--- src/include/wisc_params.svh ---
// Global sizing macros for the core, included by every RTL file that needs a width or reset value
`ifndef WISC_PARAMS_SVH
`define WISC_PARAMS_SVH

// Datapath and instruction width in bits
`define WISC_DATA_W 16

// Architectural registers R0..R7
`define WISC_NUM_REGS 8

// First fetch address after reset
`define WISC_RESET_PC 'h0

`endif

--- src/hdl/wiscPkg.sv ---
// Shared opcode, control-field and bus types for the core; modules import this package where they use it
`include "wisc_params.svh"

package wiscPkg;

    // Opcode field instr[15:11], encodings follow the decoder's groups
    typedef enum logic [4:0] {
        HALT      = 5'b00000, NOP       = 5'b00001, SIIC      = 5'b00010, RTI  = 5'b00011,
        J         = 5'b00100, JR        = 5'b00101, JAL       = 5'b00110, JALR = 5'b00111,
        ADDI      = 5'b01000, SUBI      = 5'b01001, XORI      = 5'b01010, ANDNI = 5'b01011,
        BEQZ      = 5'b01100, BNEZ      = 5'b01101, BLTZ      = 5'b01110, BGEZ = 5'b01111,
        ST        = 5'b10000, LD        = 5'b10001, SLBI      = 5'b10010, STU  = 5'b10011,
        ROLI      = 5'b10100, SLLI      = 5'b10101, RORI      = 5'b10110, SRLI = 5'b10111,
        LBI       = 5'b11000, BTR       = 5'b11001, ALU_SHIFT = 5'b11010, ALU_ARITH = 5'b11011,
        SEQ       = 5'b11100, SLT       = 5'b11101, SLE       = 5'b11110, SCO  = 5'b11111
    } opcodeT;

    // ALU operations; add and rol are refined by funct bits in the R groups
    typedef enum logic [3:0] {
        aluAdd, aluSub, aluXor, aluAndn,
        aluRol, aluSll, aluRor, aluSrl,
        aluSeq, aluSlt, aluSle, aluSco,
        aluBtr, aluPassB, aluSlbi
    } aluOpT;

    typedef enum logic [2:0] {
        immZero5, immSign5, immZero8, immSign8, immSign11
    } immSelT;

    // Same order as the decoder's DestRegSel: Rs, Rd-R, R7, Rd-I
    typedef enum logic [1:0] {
        destRs, destRdR, destR7, destRdI
    } destSelT;

    typedef struct packed {
        logic     regWrite;  // Register file write
        destSelT  destSel;
        immSelT   immSel;
        aluOpT    aluOp;
        logic     aluUseImm; // Immediate replaces Rt as operand B
        logic     memEnable;
        logic     memWr;
        logic     memToReg;  // Load data to register
        logic     link;      // PC+2 to register
        logic     branch;    // PC-relative target
        logic     jump;      // Unconditional, J and JAL
        logic     regJump;   // Target is Rs + imm
        logic [1:0] brCond;  // 00 eqz, 01 nez, 10 ltz, 11 gez
        logic     halt;
    } ctrlT;

    typedef struct packed {
        logic                    enable;
        logic                    write;
        logic [`WISC_DATA_W-1:0] addr;
        logic [`WISC_DATA_W-1:0] wrData;
    } memReqT;

    typedef struct packed {
        logic                              valid;
        logic [$clog2(`WISC_NUM_REGS)-1:0] addr;
        logic [`WISC_DATA_W-1:0]           data;
    } wbT;

endpackage

--- src/hdl/control.sv ---
// Opcode decoder producing the full control word for one instruction; instantiated by decodeStage
`timescale 1ns/1ns

module control (
    input  wiscPkg::opcodeT opcode,
    output wiscPkg::ctrlT   ctrl
);
    import wiscPkg::*;

    always_comb begin
        // Safe defaults, a plain NOP
        ctrl.regWrite  = 1'b0;
        ctrl.destSel   = destRdI;
        ctrl.immSel    = immSign5;
        ctrl.aluOp     = aluAdd;
        ctrl.aluUseImm = 1'b1;
        ctrl.memEnable = 1'b0;
        ctrl.memWr     = 1'b0;
        ctrl.memToReg  = 1'b0;
        ctrl.link      = 1'b0;
        ctrl.branch    = 1'b0;
        ctrl.jump      = 1'b0;
        ctrl.regJump   = 1'b0;
        ctrl.brCond    = opcode[1:0]; // Only looked at for branches
        ctrl.halt      = 1'b0;

        case (opcode)
            HALT: ctrl.halt = 1'b1;
            NOP, SIIC, RTI: ;            // No exception logic, all three retire as NOP

            // I-format 1, arithmetic forms sign extend, logical forms zero extend
            ADDI, SUBI, ROLI, SLLI: begin
                ctrl.regWrite = 1'b1;
                ctrl.immSel   = immSign5;
                case (opcode)
                    ADDI:    ctrl.aluOp = aluAdd;
                    SUBI:    ctrl.aluOp = aluSub;
                    ROLI:    ctrl.aluOp = aluRol;
                    default: ctrl.aluOp = aluSll;
                endcase
            end
            XORI, ANDNI, RORI, SRLI: begin
                ctrl.regWrite = 1'b1;
                ctrl.immSel   = immZero5;
                case (opcode)
                    XORI:    ctrl.aluOp = aluXor;
                    ANDNI:   ctrl.aluOp = aluAndn;
                    RORI:    ctrl.aluOp = aluRor;
                    default: ctrl.aluOp = aluSrl;
                endcase
            end

            // Memory ops, address is Rs + sext(imm5)
            ST: begin
                ctrl.memEnable = 1'b1;
                ctrl.memWr     = 1'b1;
            end
            LD: begin
                ctrl.memEnable = 1'b1;
                ctrl.memToReg  = 1'b1;
                ctrl.regWrite  = 1'b1;
            end
            STU: begin
                ctrl.memEnable = 1'b1;
                ctrl.memWr     = 1'b1;
                ctrl.regWrite  = 1'b1;
                ctrl.destSel   = destRs;   // Rs gets the effective address
            end

            LBI: begin
                ctrl.regWrite = 1'b1;
                ctrl.destSel  = destRs;
                ctrl.immSel   = immSign8;
                ctrl.aluOp    = aluPassB;
            end
            SLBI: begin
                ctrl.regWrite = 1'b1;
                ctrl.destSel  = destRs;
                ctrl.immSel   = immZero8;
                ctrl.aluOp    = aluSlbi;
            end

            // R-format, Rd in bits 4:2
            BTR, ALU_ARITH, ALU_SHIFT, SEQ, SLT, SLE, SCO: begin
                ctrl.regWrite  = 1'b1;
                ctrl.destSel   = destRdR;
                ctrl.aluUseImm = 1'b0;
                case (opcode)
                    BTR:       ctrl.aluOp = aluBtr;
                    ALU_ARITH: ctrl.aluOp = aluAdd; // Funct picks add/sub/xor/andn
                    ALU_SHIFT: ctrl.aluOp = aluRol; // Funct picks rol/sll/ror/srl
                    SEQ:       ctrl.aluOp = aluSeq;
                    SLT:       ctrl.aluOp = aluSlt;
                    SLE:       ctrl.aluOp = aluSle;
                    default:   ctrl.aluOp = aluSco;
                endcase
            end

            BEQZ, BNEZ, BLTZ, BGEZ: begin
                ctrl.branch = 1'b1;           // Taken only if Rs meets brCond
                ctrl.immSel = immSign8;
            end

            J, JAL: begin
                ctrl.branch = 1'b1;
                ctrl.jump   = 1'b1;
                ctrl.immSel = immSign11;
                if (opcode == JAL) begin
                    ctrl.link     = 1'b1;
                    ctrl.regWrite = 1'b1;
                    ctrl.destSel  = destR7;
                end
            end
            JR, JALR: begin
                ctrl.regJump = 1'b1;          // ALU forms Rs + sext(imm8)
                ctrl.immSel  = immSign8;
                if (opcode == JALR) begin
                    ctrl.link     = 1'b1;
                    ctrl.regWrite = 1'b1;
                    ctrl.destSel  = destR7;
                end
            end

            default: ;
        endcase
    end

endmodule

--- src/hdl/regFile.sv ---
// Eight-entry register file, two combinational read ports and one clocked write port; used by decodeStage
`timescale 1ns/1ns
`include "wisc_params.svh"

module regFile #(
    parameter int AW = $clog2(`WISC_NUM_REGS)
) (
    input  logic                    clk,
    input  logic                    rstN,
    input  logic [AW-1:0]           rsAddr,
    input  logic [AW-1:0]           rtAddr,
    input  logic                    wrEn,
    input  logic [AW-1:0]           wrAddr,
    input  logic [`WISC_DATA_W-1:0] wrData,
    output logic [`WISC_DATA_W-1:0] rsVal,
    output logic [`WISC_DATA_W-1:0] rtVal
);

    logic [`WISC_DATA_W-1:0] regs [`WISC_NUM_REGS]; // R0 is a normal register

    always_ff @(posedge clk or negedge rstN) begin
        if (!rstN) begin
            for (int i = 0; i < `WISC_NUM_REGS; i++) begin
                regs[i] <= '0;
            end
        end else if (wrEn) begin
            regs[wrAddr] <= wrData;
        end
    end

    // No write bypass, a read sees the value from before this edge
    assign rsVal = regs[rsAddr];
    assign rtVal = regs[rtAddr];

endmodule

--- src/hdl/decodeStage.sv ---
// Decode stage with the opcode decoder, register file, immediate extension and write-back select
`timescale 1ns/1ns
`include "wisc_params.svh"

module decodeStage (
    input  logic                    clk,
    input  logic                    rstN,
    input  logic [`WISC_DATA_W-1:0] instr,
    input  logic [`WISC_DATA_W-1:0] pcPlus2,
    input  logic [`WISC_DATA_W-1:0] aluOut,
    input  logic [`WISC_DATA_W-1:0] memRdData,
    input  logic                    halted,
    output wiscPkg::ctrlT           ctrl,
    output logic [`WISC_DATA_W-1:0] rsVal,
    output logic [`WISC_DATA_W-1:0] rtVal,
    output logic [`WISC_DATA_W-1:0] imm,
    output wiscPkg::wbT             wb
);
    import wiscPkg::*;

    localparam int W = `WISC_DATA_W;

    control control_i (
        .opcode (opcodeT'(instr[15:11])),
        .ctrl   (ctrl)
    );

    // Bits 7:5 are Rt in R-format and Rd in I-format, so the store data port covers both
    regFile regFile_i (
        .clk    (clk),
        .rstN   (rstN),
        .rsAddr (instr[10:8]),
        .rtAddr (instr[7:5]),
        .wrEn   (wb.valid),
        .wrAddr (wb.addr),
        .wrData (wb.data),
        .rsVal  (rsVal),
        .rtVal  (rtVal)
    );

    always_comb begin
        case (ctrl.immSel)
            immZero5:  imm = {{(W-5){1'b0}}, instr[4:0]};
            immSign5:  imm = {{(W-5){instr[4]}}, instr[4:0]};
            immZero8:  imm = {{(W-8){1'b0}}, instr[7:0]};
            immSign8:  imm = {{(W-8){instr[7]}}, instr[7:0]};
            default:   imm = {{(W-11){instr[10]}}, instr[10:0]}; // J displacement
        endcase
    end

    always_comb begin
        wb.valid = ctrl.regWrite & ~halted;     // No retirement once stopped
        case (ctrl.destSel)
            destRs:  wb.addr = instr[10:8];
            destRdR: wb.addr = instr[4:2];
            destR7:  wb.addr = 3'(`WISC_NUM_REGS - 1);
            default: wb.addr = instr[7:5];
        endcase
        if (ctrl.memToReg) begin
            wb.data = memRdData;
        end else if (ctrl.link) begin
            wb.data = pcPlus2;                  // Return address for JAL and JALR
        end else begin
            wb.data = aluOut;
        end
    end

endmodule

--- src/hdl/alu.sv ---
// Combinational ALU for arithmetic, logic, shifts, rotates, set-condition, bit reverse and byte loads
`timescale 1ns/1ns
`include "wisc_params.svh"

module alu (
    input  wiscPkg::ctrlT           ctrl,
    input  logic [1:0]              instrFunct,
    input  logic [`WISC_DATA_W-1:0] rsVal,
    input  logic [`WISC_DATA_W-1:0] rtVal,
    input  logic [`WISC_DATA_W-1:0] imm,
    output logic [`WISC_DATA_W-1:0] aluOut
);
    import wiscPkg::*;

    localparam int W  = `WISC_DATA_W;
    localparam int SW = $clog2(`WISC_DATA_W);

    aluOpT          op;       // Operation after funct refinement
    logic [W-1:0]   opB;
    logic [W:0]     sum;      // Extra bit is SCO carry
    logic [SW-1:0]  shamt;
    logic [2*W-1:0] rotL;
    logic [2*W-1:0] rotR;
    logic [W-1:0]   rev;

    assign opB   = ctrl.aluUseImm ? imm : rtVal;
    assign sum   = {1'b0, rsVal} + {1'b0, opB};
    assign shamt = opB[SW-1:0];
    assign rotL  = {rsVal, rsVal} << shamt;   // Upper half is the left rotate
    assign rotR  = {rsVal, rsVal} >> shamt;   // Lower half is the right rotate

    always_comb begin
        for (int i = 0; i < W; i++) begin
            rev[i] = rsVal[W-1-i];
        end
    end

    // R groups share one decoder value, funct selects the exact op
    always_comb begin
        op = ctrl.aluOp;
        if (!ctrl.aluUseImm && ctrl.aluOp == aluAdd) begin
            case (instrFunct)
                2'b00:   op = aluAdd;
                2'b01:   op = aluSub;
                2'b10:   op = aluXor;
                default: op = aluAndn;
            endcase
        end else if (!ctrl.aluUseImm && ctrl.aluOp == aluRol) begin
            case (instrFunct)
                2'b00:   op = aluRol;
                2'b01:   op = aluSll;
                2'b10:   op = aluRor;
                default: op = aluSrl;
            endcase
        end
    end

    always_comb begin
        aluOut = '0;
        case (op)
            aluAdd:   aluOut = sum[W-1:0];            // Also LD/ST/STU address and JR target
            aluSub:   aluOut = opB - rsVal;           // B minus Rs
            aluXor:   aluOut = rsVal ^ opB;
            aluAndn:  aluOut = rsVal & ~opB;
            aluRol:   aluOut = rotL[2*W-1:W];
            aluSll:   aluOut = rsVal << shamt;
            aluRor:   aluOut = rotR[W-1:0];
            aluSrl:   aluOut = rsVal >> shamt;
            aluSeq:   aluOut[0] = (rsVal == opB);
            aluSlt:   aluOut[0] = ($signed(rsVal) < $signed(opB));
            aluSle:   aluOut[0] = ($signed(rsVal) <= $signed(opB));
            aluSco:   aluOut[0] = sum[W];
            aluBtr:   aluOut = rev;
            aluPassB: aluOut = opB;                   // LBI
            aluSlbi:  aluOut = (rsVal << 8) | opB;    // opB is zero extended imm8
            default:  aluOut = sum[W-1:0];
        endcase
    end

endmodule

--- src/hdl/fetchUnit.sv ---
// Program counter with branch resolution, next-PC select and the halt latch; instantiated by wiscCore
`timescale 1ns/1ns
`include "wisc_params.svh"

module fetchUnit (
    input  logic                    clk,
    input  logic                    rstN,
    input  wiscPkg::ctrlT           ctrl,
    input  logic [`WISC_DATA_W-1:0] rsVal,
    input  logic [`WISC_DATA_W-1:0] imm,
    input  logic [`WISC_DATA_W-1:0] aluOut,
    output logic [`WISC_DATA_W-1:0] pc,
    output logic [`WISC_DATA_W-1:0] pcPlus2,
    output logic                    halted
);

    logic                    condMet;
    logic                    taken;
    logic [`WISC_DATA_W-1:0] nextPc;

    assign pcPlus2 = pc + `WISC_DATA_W'(2);

    always_comb begin
        case (ctrl.brCond)
            2'b00:   condMet = (rsVal == '0);            // BEQZ
            2'b01:   condMet = (rsVal != '0);            // BNEZ
            2'b10:   condMet = rsVal[`WISC_DATA_W-1];    // BLTZ
            default: condMet = ~rsVal[`WISC_DATA_W-1];   // BGEZ
        endcase
    end

    assign taken = ctrl.branch & (ctrl.jump | condMet);

    always_comb begin
        if (halted || ctrl.halt) begin
            nextPc = pc;                   // Park on the HALT word
        end else if (ctrl.regJump) begin
            nextPc = aluOut;
        end else if (taken) begin
            nextPc = pcPlus2 + imm;
        end else begin
            nextPc = pcPlus2;
        end
    end

    always_ff @(posedge clk or negedge rstN) begin
        if (!rstN) begin
            pc     <= `WISC_RESET_PC;
            halted <= 1'b0;
        end else begin
            pc     <= nextPc;
            halted <= halted | ctrl.halt;  // Sticky until reset
        end
    end

endmodule

--- src/hdl/wiscCore.sv ---
// Single-cycle core top level; instruction and data memories are external and answer combinationally
`timescale 1ns/1ns
`include "wisc_params.svh"

module wiscCore (
    input  logic                    clk,
    input  logic                    rstN,
    input  logic [`WISC_DATA_W-1:0] instr,
    input  logic [`WISC_DATA_W-1:0] memRdData,
    output logic [`WISC_DATA_W-1:0] pc,
    output wiscPkg::memReqT         memReq,
    output wiscPkg::wbT             wb,
    output logic                    halted
);
    import wiscPkg::*;

    ctrlT                    ctrl;
    logic [`WISC_DATA_W-1:0] pcPlus2;
    logic [`WISC_DATA_W-1:0] rsVal;
    logic [`WISC_DATA_W-1:0] rtVal;
    logic [`WISC_DATA_W-1:0] imm;
    logic [`WISC_DATA_W-1:0] aluOut;

    fetchUnit fetchUnit_i (
        .clk     (clk),
        .rstN    (rstN),
        .ctrl    (ctrl),
        .rsVal   (rsVal),
        .imm     (imm),
        .aluOut  (aluOut),
        .pc      (pc),
        .pcPlus2 (pcPlus2),
        .halted  (halted)
    );

    decodeStage decodeStage_i (
        .clk       (clk),
        .rstN      (rstN),
        .instr     (instr),
        .pcPlus2   (pcPlus2),
        .aluOut    (aluOut),
        .memRdData (memRdData),
        .halted    (halted),
        .ctrl      (ctrl),
        .rsVal     (rsVal),
        .rtVal     (rtVal),
        .imm       (imm),
        .wb        (wb)
    );

    alu alu_i (
        .ctrl       (ctrl),
        .instrFunct (instr[1:0]),
        .rsVal      (rsVal),
        .rtVal      (rtVal),
        .imm        (imm),
        .aluOut     (aluOut)
    );

    // Data port, store data is the register at bits 7:5
    assign memReq.enable = ctrl.memEnable & ~halted;
    assign memReq.write  = ctrl.memWr;
    assign memReq.addr   = aluOut;
    assign memReq.wrData = rtVal;

endmodule

--- config.mk ---
export PLATFORM = sky130hd
export DESIGN_NAME = wiscCore
export DESIGN_NICKNAME = d
export VERILOG_FILES = /design/src/hdl/wiscPkg.sv /design/src/hdl/control.sv /design/src/hdl/regFile.sv /design/src/hdl/decodeStage.sv /design/src/hdl/alu.sv /design/src/hdl/fetchUnit.sv /design/src/hdl/wiscCore.sv
export VERILOG_INCLUDE_DIRS = /design/src /design/src/include
export SDC_FILE = /design/constraint.sdc
export NUM_CORES = 1
export LEC_CHECK = 0
export BUFFER_PORTS_ARGS = -buffer_cell sky130_fd_sc_hd__buf_4
export CAP_MARGIN = 40
export CORE_MARGIN = 4
export CORE_UTILIZATION = 30
export DETAILED_ROUTE_END_ITERATION = 10
export SLEW_MARGIN = 20
export SYNTH_ARGS = -nofsm -noshare
export SYNTH_HDL_FRONTEND = slang
export SYNTH_SLANG_ARGS = --single-unit
--- constraint.sdc ---
create_clock -name clk -period 9.15 [get_ports clk]
set_input_delay 2.2875 -clock clk [delete_from_list [all_inputs] [get_ports clk]]
set_output_delay 2.2875 -clock clk [all_outputs]
set_load 0.02 [all_outputs]
Yosys cells after proc, flatten, opt, wreduce, memory -nomap -nowiden. Index checks and enable logic that the tools add are counted.

Add/subtract/negate cells: 4. $lt $le $gt $ge: 6. Eq/ne operators: 53. Shift operators: 4. Multiplexer cells: 42. Bitwise logic cells: 14. Reductions and logical operators: 24.

Operator list (number): one-hot mux 15 bit (11 select lines) (1); two-way mux 16 bit (10); bitwise mux 128 bit (1); binary-select mux 16 bit (select 3 bit) (2); == test 5 bit (second input constant) (16); one-hot mux 16 bit (4 select lines) (1); demux 16 bit (select 3 bit) (1); == test 5 x 4 -> 1 bit (second input constant) (8); left shift 32 x 4 -> 32 bit (1); >> shifter 32 x 4 -> 16 bit (1); == test 4 bit (second input constant) (7); one-hot mux 3 bit (3 select lines) (3); one-hot mux 4 bit (6 select lines) (1); == test 4 x 3 -> 1 bit (second input constant) (5); == test 5 x 3 -> 1 bit (second input constant) (4); one-hot mux 4 bit (5 select lines) (1); OR reduction 19 bit (1); adder 16 x 16 -> 17 bit (1); adder 16 bit (1); adder 16 x 2 -> 16 bit (second input constant) (1); bitwise AND 16 bit (1); == test 16 bit (1); less-or-equal comparator 16 bit (1); logical NOT 16 bit (1); other kinds (40) (76).

Bits in registers: 145. Input port bits: 34. Output and inout port bits: 71. Word-level logic and storage cells: 157.

Logic depth before layout (Yosys ltp).
Word-level depth: 13. Depth in mapped cells: 23. Mapped depth without buffers: 20.

By module. From an unflattened synthesis, not the netlist that was laid out.

Cells, all modules: 1474. Area, all modules: 14661.6 um^2.

Modules (own cells, without submodules): regFile (times used 1, cells an instance 393, area each 7000.5 um^2, sequential area each 3203.1 um^2); alu (times used 1, cells an instance 699, area each 4723.3 um^2, sequential area each 0.0 um^2); fetchUnit (times used 1, cells an instance 242, area each 1954.4 um^2, sequential area each 425.4 um^2); decodeStage (times used 1, cells an instance 86, area each 570.5 um^2, sequential area each 0.0 um^2); control (times used 1, cells an instance 53, area each 399.1 um^2, sequential area each 0.0 um^2); wiscCore (times used 1, cells an instance 1, area each 13.8 um^2, sequential area each 0.0 um^2).

Least setup slack after synthesis. OpenSTA, ideal clock, no wires.

Kind: in2out. From: in instr[5]. To: out wb[0] in the netlist's numbering. Arrival: 6979 ps. Data required time: 6863 ps. Path slack: -117 ps. Stages on the path: 20. Path buffers: 5. Cell sequence: buf_6 buf_6 buf_2 buf_2 buf_2 mux4_2 mux2_2 nand2_1 nand2_1 ha_1 or4b_2 nand4b_1 or4_1 a21oi_1 a31oi_1 nand2_1 a311oi_1 o2111ai_1 o211ai_1 nand2_1.

RTL lines: start, declared (line wiscCore.sv:8) `` input logic [`WISC_DATA_W-1:0] instr, ``; end, declared (line wiscCore.sv:12) `output wiscPkg::wbT wb,`.

==> qor.txt <==
STA
--------------------------------------------------------------------------------------------------------
Slew @ Worst Pin                                                                                0.776 ns
Final count of hold timing violations                                                                  0
Setup repair after global routing missed its margin                                                false
Period Utilization, post-route                                                                     0.985
Smallest setup slack after layout                                                               0.137 ns
Accumulated negative setup slack                                                                    0 ns
Final critical path time including I/O delays and setup                                          9.01 ns
Worst hold slack                                                                                0.503 ns
Total count of max-transition violations in the final report                                           0
Final setup viols                                                                                      0
Setup Skew                                                                                     0.0145 ns
Highest achievable clock rate                                                                  0.111 GHz
Max-slew headroom at the worst pin                                                                 0.477

LOGIC SYNTHESIS
--------------------------------------------------------------------------------------------------------
Mapped cell area                                                                             14900 sq um
Register bit count reported by yosys                                                                 145
Post-Syn Instances                                                                                  1670
Share of synthesized registers carrying an async set or reset                                       1.00
Most instantiated flip-flop cell in the synthesis netlist                                   sky130_fd_sc_hd__dfrtp_1
Warnings from Yosys                                                                                    0
Portion of the post-synthesis area used by sequential elements                                     0.244
Number of synthesized flops with an enable pin                                                         0
Nets in the synthesized netlist                                                                     1770
Number of distinct library cells after synthesis                                                     100
Average size of a mapped cell                                                                 8.92 sq um

FINISH
--------------------------------------------------------------------------------------------------------
Fraction of layout instances using a drive strength above 1                                        0.328
Final design area excluding fillers                                                          18500 sq um
Final core area utilization                                                                        0.377
Relative area change from synthesis to final layout                                                24.3%
Final layout net count                                                                              2009
Post-route insts no fill                                                                            2587

CRITICAL PATH
--------------------------------------------------------------------------------------------------------
Reg-to-Reg Start                                                                            decodeStage_i.regFile_i.regs[80]
Cells traversed along the worst timing path                                                 buf_6, buf_6, mux2_1, mux4_2, mux2i_4, buf_4, inv_4, ha_1, o21ba_2, or4_1, buf_4, a311o_1, a31o_2, a2111oi_1, o22ai_1, and3_1, a21o_4, inv_2, buf_4
Longest individual stage delay on the worst path                                                 0.53 ns
Required time of the worst setup path                                                            6.86 ns
Maximum fanout encountered on the critical timing path                                                10
Most frequent CP cell                                                                       sky130_fd_sc_hd__buf_4
WP data arrival                                                                                  6.73 ns
Startpoint kind of the worst setup timing path                                                 input pin
Buf+Inv Stages, Crit Path                                                                              7
Origin of the worst setup path                                                                  instr[5]
Slowest stage cell on the critical path                                                     sky130_fd_sc_hd__mux4_2
Worst path top cell family by delay                                                         compound AO/OA/AOI/OAI gates
Critical path endpoint category                                                             primary output
Critical path class                                                                            in -> out

DRT
--------------------------------------------------------------------------------------------------------
Routed via count divided by cell count                                                              5.91
DRT Pass-1 Iters                                                                                       8
Post-route antenna net violation count                                                                 0
Count of vias placed by the detailed router                                                        15286
Wire per inst                                                                                    27.2 um
Drc violations                                                                                         0
Total routed wirelength                                                                         70300 um
First-iteration detailed-routing DRC count                                                          1544

POWER AND IR DROP
--------------------------------------------------------------------------------------------------------
Part of the power in registers                                                                     0.194
Power density over the cells                                                                 339 nW/um^2
Share of power burned in combinational logic                                                       0.695
Maximum ir drop on the vdd rail                                                                 0.243 mV
Switching power as a share of total power                                                          0.492
Net switching component of the power                                                             3.09 mW
Overall power consumption                                                                        6.28 mW
Static Leakage                                                                                   8.10 nW
Internal power of the cells                                                                      3.19 mW
Portion of total power attributed to the clock network                                             0.111

CTS
--------------------------------------------------------------------------------------------------------
Clock insertion delay at the later pin of the skew report                                        0.45 ns
Number of H-tree levels                                                                                4
Clock root buffer                                                                           sky130_fd_sc_hd__clkbuf_16
Num Clock Sinks                                                                                      145
Post-CTS clock slew at the launch and capture registers of the worst setup and hold paths        0.07 ns
Number of hold-repair buffers added at the cts stage                                                   0
Number of buffers between clock root and the deepest sink                                              2
Number of buffers created by CTS                                                                      17
CTS tree                                                                                           built

PLACED DESIGN
--------------------------------------------------------------------------------------------------------
Count of buffers from port buffering                                                                 104
Cell area reported after detailed placement                                                  17900 sq um
Post-Place Worst Slack                                                                         -0.126 ns
Final HPWL from detailed placement                                                              57100 um
GPL Wtd Cong                                                                                        1.02
DP Cell Count                                                                                       2553

FLOORPLANNING
--------------------------------------------------------------------------------------------------------
Core area                                                                                    49100 sq um
Width of the die                                                                                  231 um
Number of ports placed on the die boundary                                                           105
Number of cell rows                                                                                   81
Starting density of the core                                                                       0.304
Area of the die                                                                              53300 sq um
Y dimension of the die                                                                            231 um

GRT
--------------------------------------------------------------------------------------------------------
Via count of the first global-routing pass                                                         15136
Global-route wire length before repair                                                         104000 um
Maximum number of pins on one net before global-route repair                                          75
Overflow left after global routing                                                                     0
Global Route Usage Sum                                                                             0.259
Initial antenna violation count                                                                        6

STATUS
--------------------------------------------------------------------------------------------------------
Run status                                                                                  finished, final reports clean

MIN PATH
--------------------------------------------------------------------------------------------------------
Worst hold path startpoint                                                                  decodeStage_i.regFile_i.regs[31]
Worst hold path type                                                                          reg -> reg

JOB
--------------------------------------------------------------------------------------------------------
Number of max-cap violations                                                                           0

==> routing by layer <==
layer  up-vias  global-route usage  wire [um]
li1       6748                   -          -
met1      7706               0.348      30000
met2       695               0.419      32400
met3       137              0.0342       4530
met4         0               0.107       3330
met5         -                   0          0
==> power groups by stage <==
stage / registers, mW / logic [mW] / clock network, mW
floorplan: 1.16 / 2.42 / 0
global placement: 1.20 / 4.25 / 0
finish: 1.22 / 4.37 / 0.697
detailed placement: 1.22 / 4.26 / 0
global route: 1.26 / 4.62 / 0.733
CTS: 1.21 / 4.28 / 0.709
==> cell families (layout without fill, tap and decap cells) <==
family / after synthesis / after routing / share of synthesized area
and+or+nand+nor: 466 / 466 / 0.145
buffers and inverters: 203 / 455 / 0.0608
DFF: 145 / 145 / 0.244
muxes: 262 / 262 / 0.239
adders and majority gates: 66 / 66 / 0.0570
other: 0 / 1 / 0
AOI/OAI and AO/OA: 488 / 488 / 0.231
xor gates and xnor gates: 40 / 40 / 0.0235
==> sequential cells by signal, indices dropped and copies added (netlist names) <==
register	cells
decodeStage_i.regFile_i.regs	128
fetchUnit_i.pc	16
fetchUnit_i.halted	1
==> worst min-delay path, stage by stage, from the launching register on <==
cell and delay (ns):
sky130_fd_sc_hd__dfrtp_1 0.36, sky130_fd_sc_hd__nand2_1 0.07, sky130_fd_sc_hd__o21ai_2 0.05
==> cell usage in the layout, fill, tap and decap left out, types with 10 or more instances in the layout <==
cell,synthesis,layout
sky130_fd_sc_hd__nor2b_1,12,12
sky130_fd_sc_hd__o21a_1,17,15
sky130_fd_sc_hd__o21ai_0,81,80
sky130_fd_sc_hd__buf_4,6,325
sky130_fd_sc_hd__mux4_2,56,56
sky130_fd_sc_hd__o21ai_2,10,10
sky130_fd_sc_hd__nand2_1,177,174
sky130_fd_sc_hd__xnor2_1,27,27
sky130_fd_sc_hd__nor3_1,21,19
sky130_fd_sc_hd__and3_1,17,17
sky130_fd_sc_hd__xor2_1,13,13
sky130_fd_sc_hd__a21o_1,13,13
sky130_fd_sc_hd__dfrtp_1,145,145
sky130_fd_sc_hd__o211ai_1,50,50
sky130_fd_sc_hd__a221oi_1,14,14
sky130_fd_sc_hd__ha_1,63,62
sky130_fd_sc_hd__o221ai_1,11,11
sky130_fd_sc_hd__o21ai_1,23,24
sky130_fd_sc_hd__inv_1,73,73
sky130_fd_sc_hd__or3_1,10,10
sky130_fd_sc_hd__a22oi_1,11,11
sky130_fd_sc_hd__clkbuf_16,0,17
sky130_fd_sc_hd__a21oi_1,85,83
sky130_fd_sc_hd__nor2_1,102,102
sky130_fd_sc_hd__nand2b_1,33,33
sky130_fd_sc_hd__and2_1,12,12
sky130_fd_sc_hd__o22ai_1,15,15
sky130_fd_sc_hd__nand3_1,45,45
sky130_fd_sc_hd__a31oi_1,19,18
sky130_fd_sc_hd__mux2_2,135,135
sky130_fd_sc_hd__mux2i_1,59,57
sky130_fd_sc_hd__o31ai_1,11,11
==> synthesized netlist by cell type, types with 10 or more instances <==
cell,count,share of area
sky130_fd_sc_hd__a21o_1,13,0.0066
sky130_fd_sc_hd__a221oi_1,14,0.0082
sky130_fd_sc_hd__nand3_1,45,0.015
sky130_fd_sc_hd__and2_1,12,0.0050
sky130_fd_sc_hd__nor3_1,21,0.0071
sky130_fd_sc_hd__dfrtp_1,145,0.24
sky130_fd_sc_hd__o21a_1,17,0.0086
sky130_fd_sc_hd__a21oi_1,85,0.029
sky130_fd_sc_hd__a31oi_1,19,0.0080
sky130_fd_sc_hd__nand2_1,177,0.045
sky130_fd_sc_hd__o22ai_1,15,0.0063
sky130_fd_sc_hd__o2111ai_1,10,0.0059
sky130_fd_sc_hd__a22oi_1,11,0.0055
sky130_fd_sc_hd__and3_1,17,0.0071
sky130_fd_sc_hd__ha_1,63,0.053
sky130_fd_sc_hd__o21ai_0,81,0.027
sky130_fd_sc_hd__a211oi_1,10,0.0050
sky130_fd_sc_hd__xor2_1,13,0.0076
sky130_fd_sc_hd__buf_2,32,0.011
sky130_fd_sc_hd__nor2b_1,12,0.0050
sky130_fd_sc_hd__o211ai_1,50,0.025
sky130_fd_sc_hd__o221ai_1,11,0.0065
sky130_fd_sc_hd__buf_6,10,0.0076
sky130_fd_sc_hd__or3_1,10,0.0042
sky130_fd_sc_hd__o31ai_1,11,0.0055
sky130_fd_sc_hd__o21ai_2,10,0.0059
sky130_fd_sc_hd__mux2i_1,59,0.040
sky130_fd_sc_hd__clkbuf_1,64,0.016
sky130_fd_sc_hd__nor2_1,102,0.026
sky130_fd_sc_hd__mux4_2,56,0.085
sky130_fd_sc_hd__nand2b_1,33,0.014
sky130_fd_sc_hd__o21ai_1,23,0.0077
sky130_fd_sc_hd__xnor2_1,27,0.016
sky130_fd_sc_hd__mux2_2,135,0.10
sky130_fd_sc_hd__inv_1,73,0.018
==> final timing paths <==
check / endpoint / slack (ns) / cells past startpoint
setup / recovery: wb[15] / 0.14 / 19
max in group asynchronous: decodeStage_i.regFile_i.regs[113] / 6.12 / 3
min in group asynchronous: fetchUnit_i.pc[11] / 1.86 / 1
setup reg to reg: decodeStage_i.regFile_i.regs[62] / 4.16 / 18
hold reg to reg: decodeStage_i.regFile_i.regs[31] / 0.50 / 2
hold / removal: decodeStage_i.regFile_i.regs[31] / 0.50 / 2
==> final cells by class <==
type | instances | area, sq um
Antenna cell | 1 | 2.50
Clock buffer | 20 | 457
Clock inverter | 12 | 121
Fill cell | 5012 | 30500
Inverter | 82 | 313
Multi-Input combinational cell | 1322 | 10400
Sequential cell | 145 | 3630
Tap cell | 664 | 831
Timing Repair Buffer | 341 | 2730
==> timing repair <==
action                                  in CTS  in global routing
pin swaps                                    0                  3
endpoints found under the setup margin       4                 11
cloned                                       0                  0
buffers inserted                             0                  1
resized for setup                            3                 11
(Power assumes the default switching activity.)
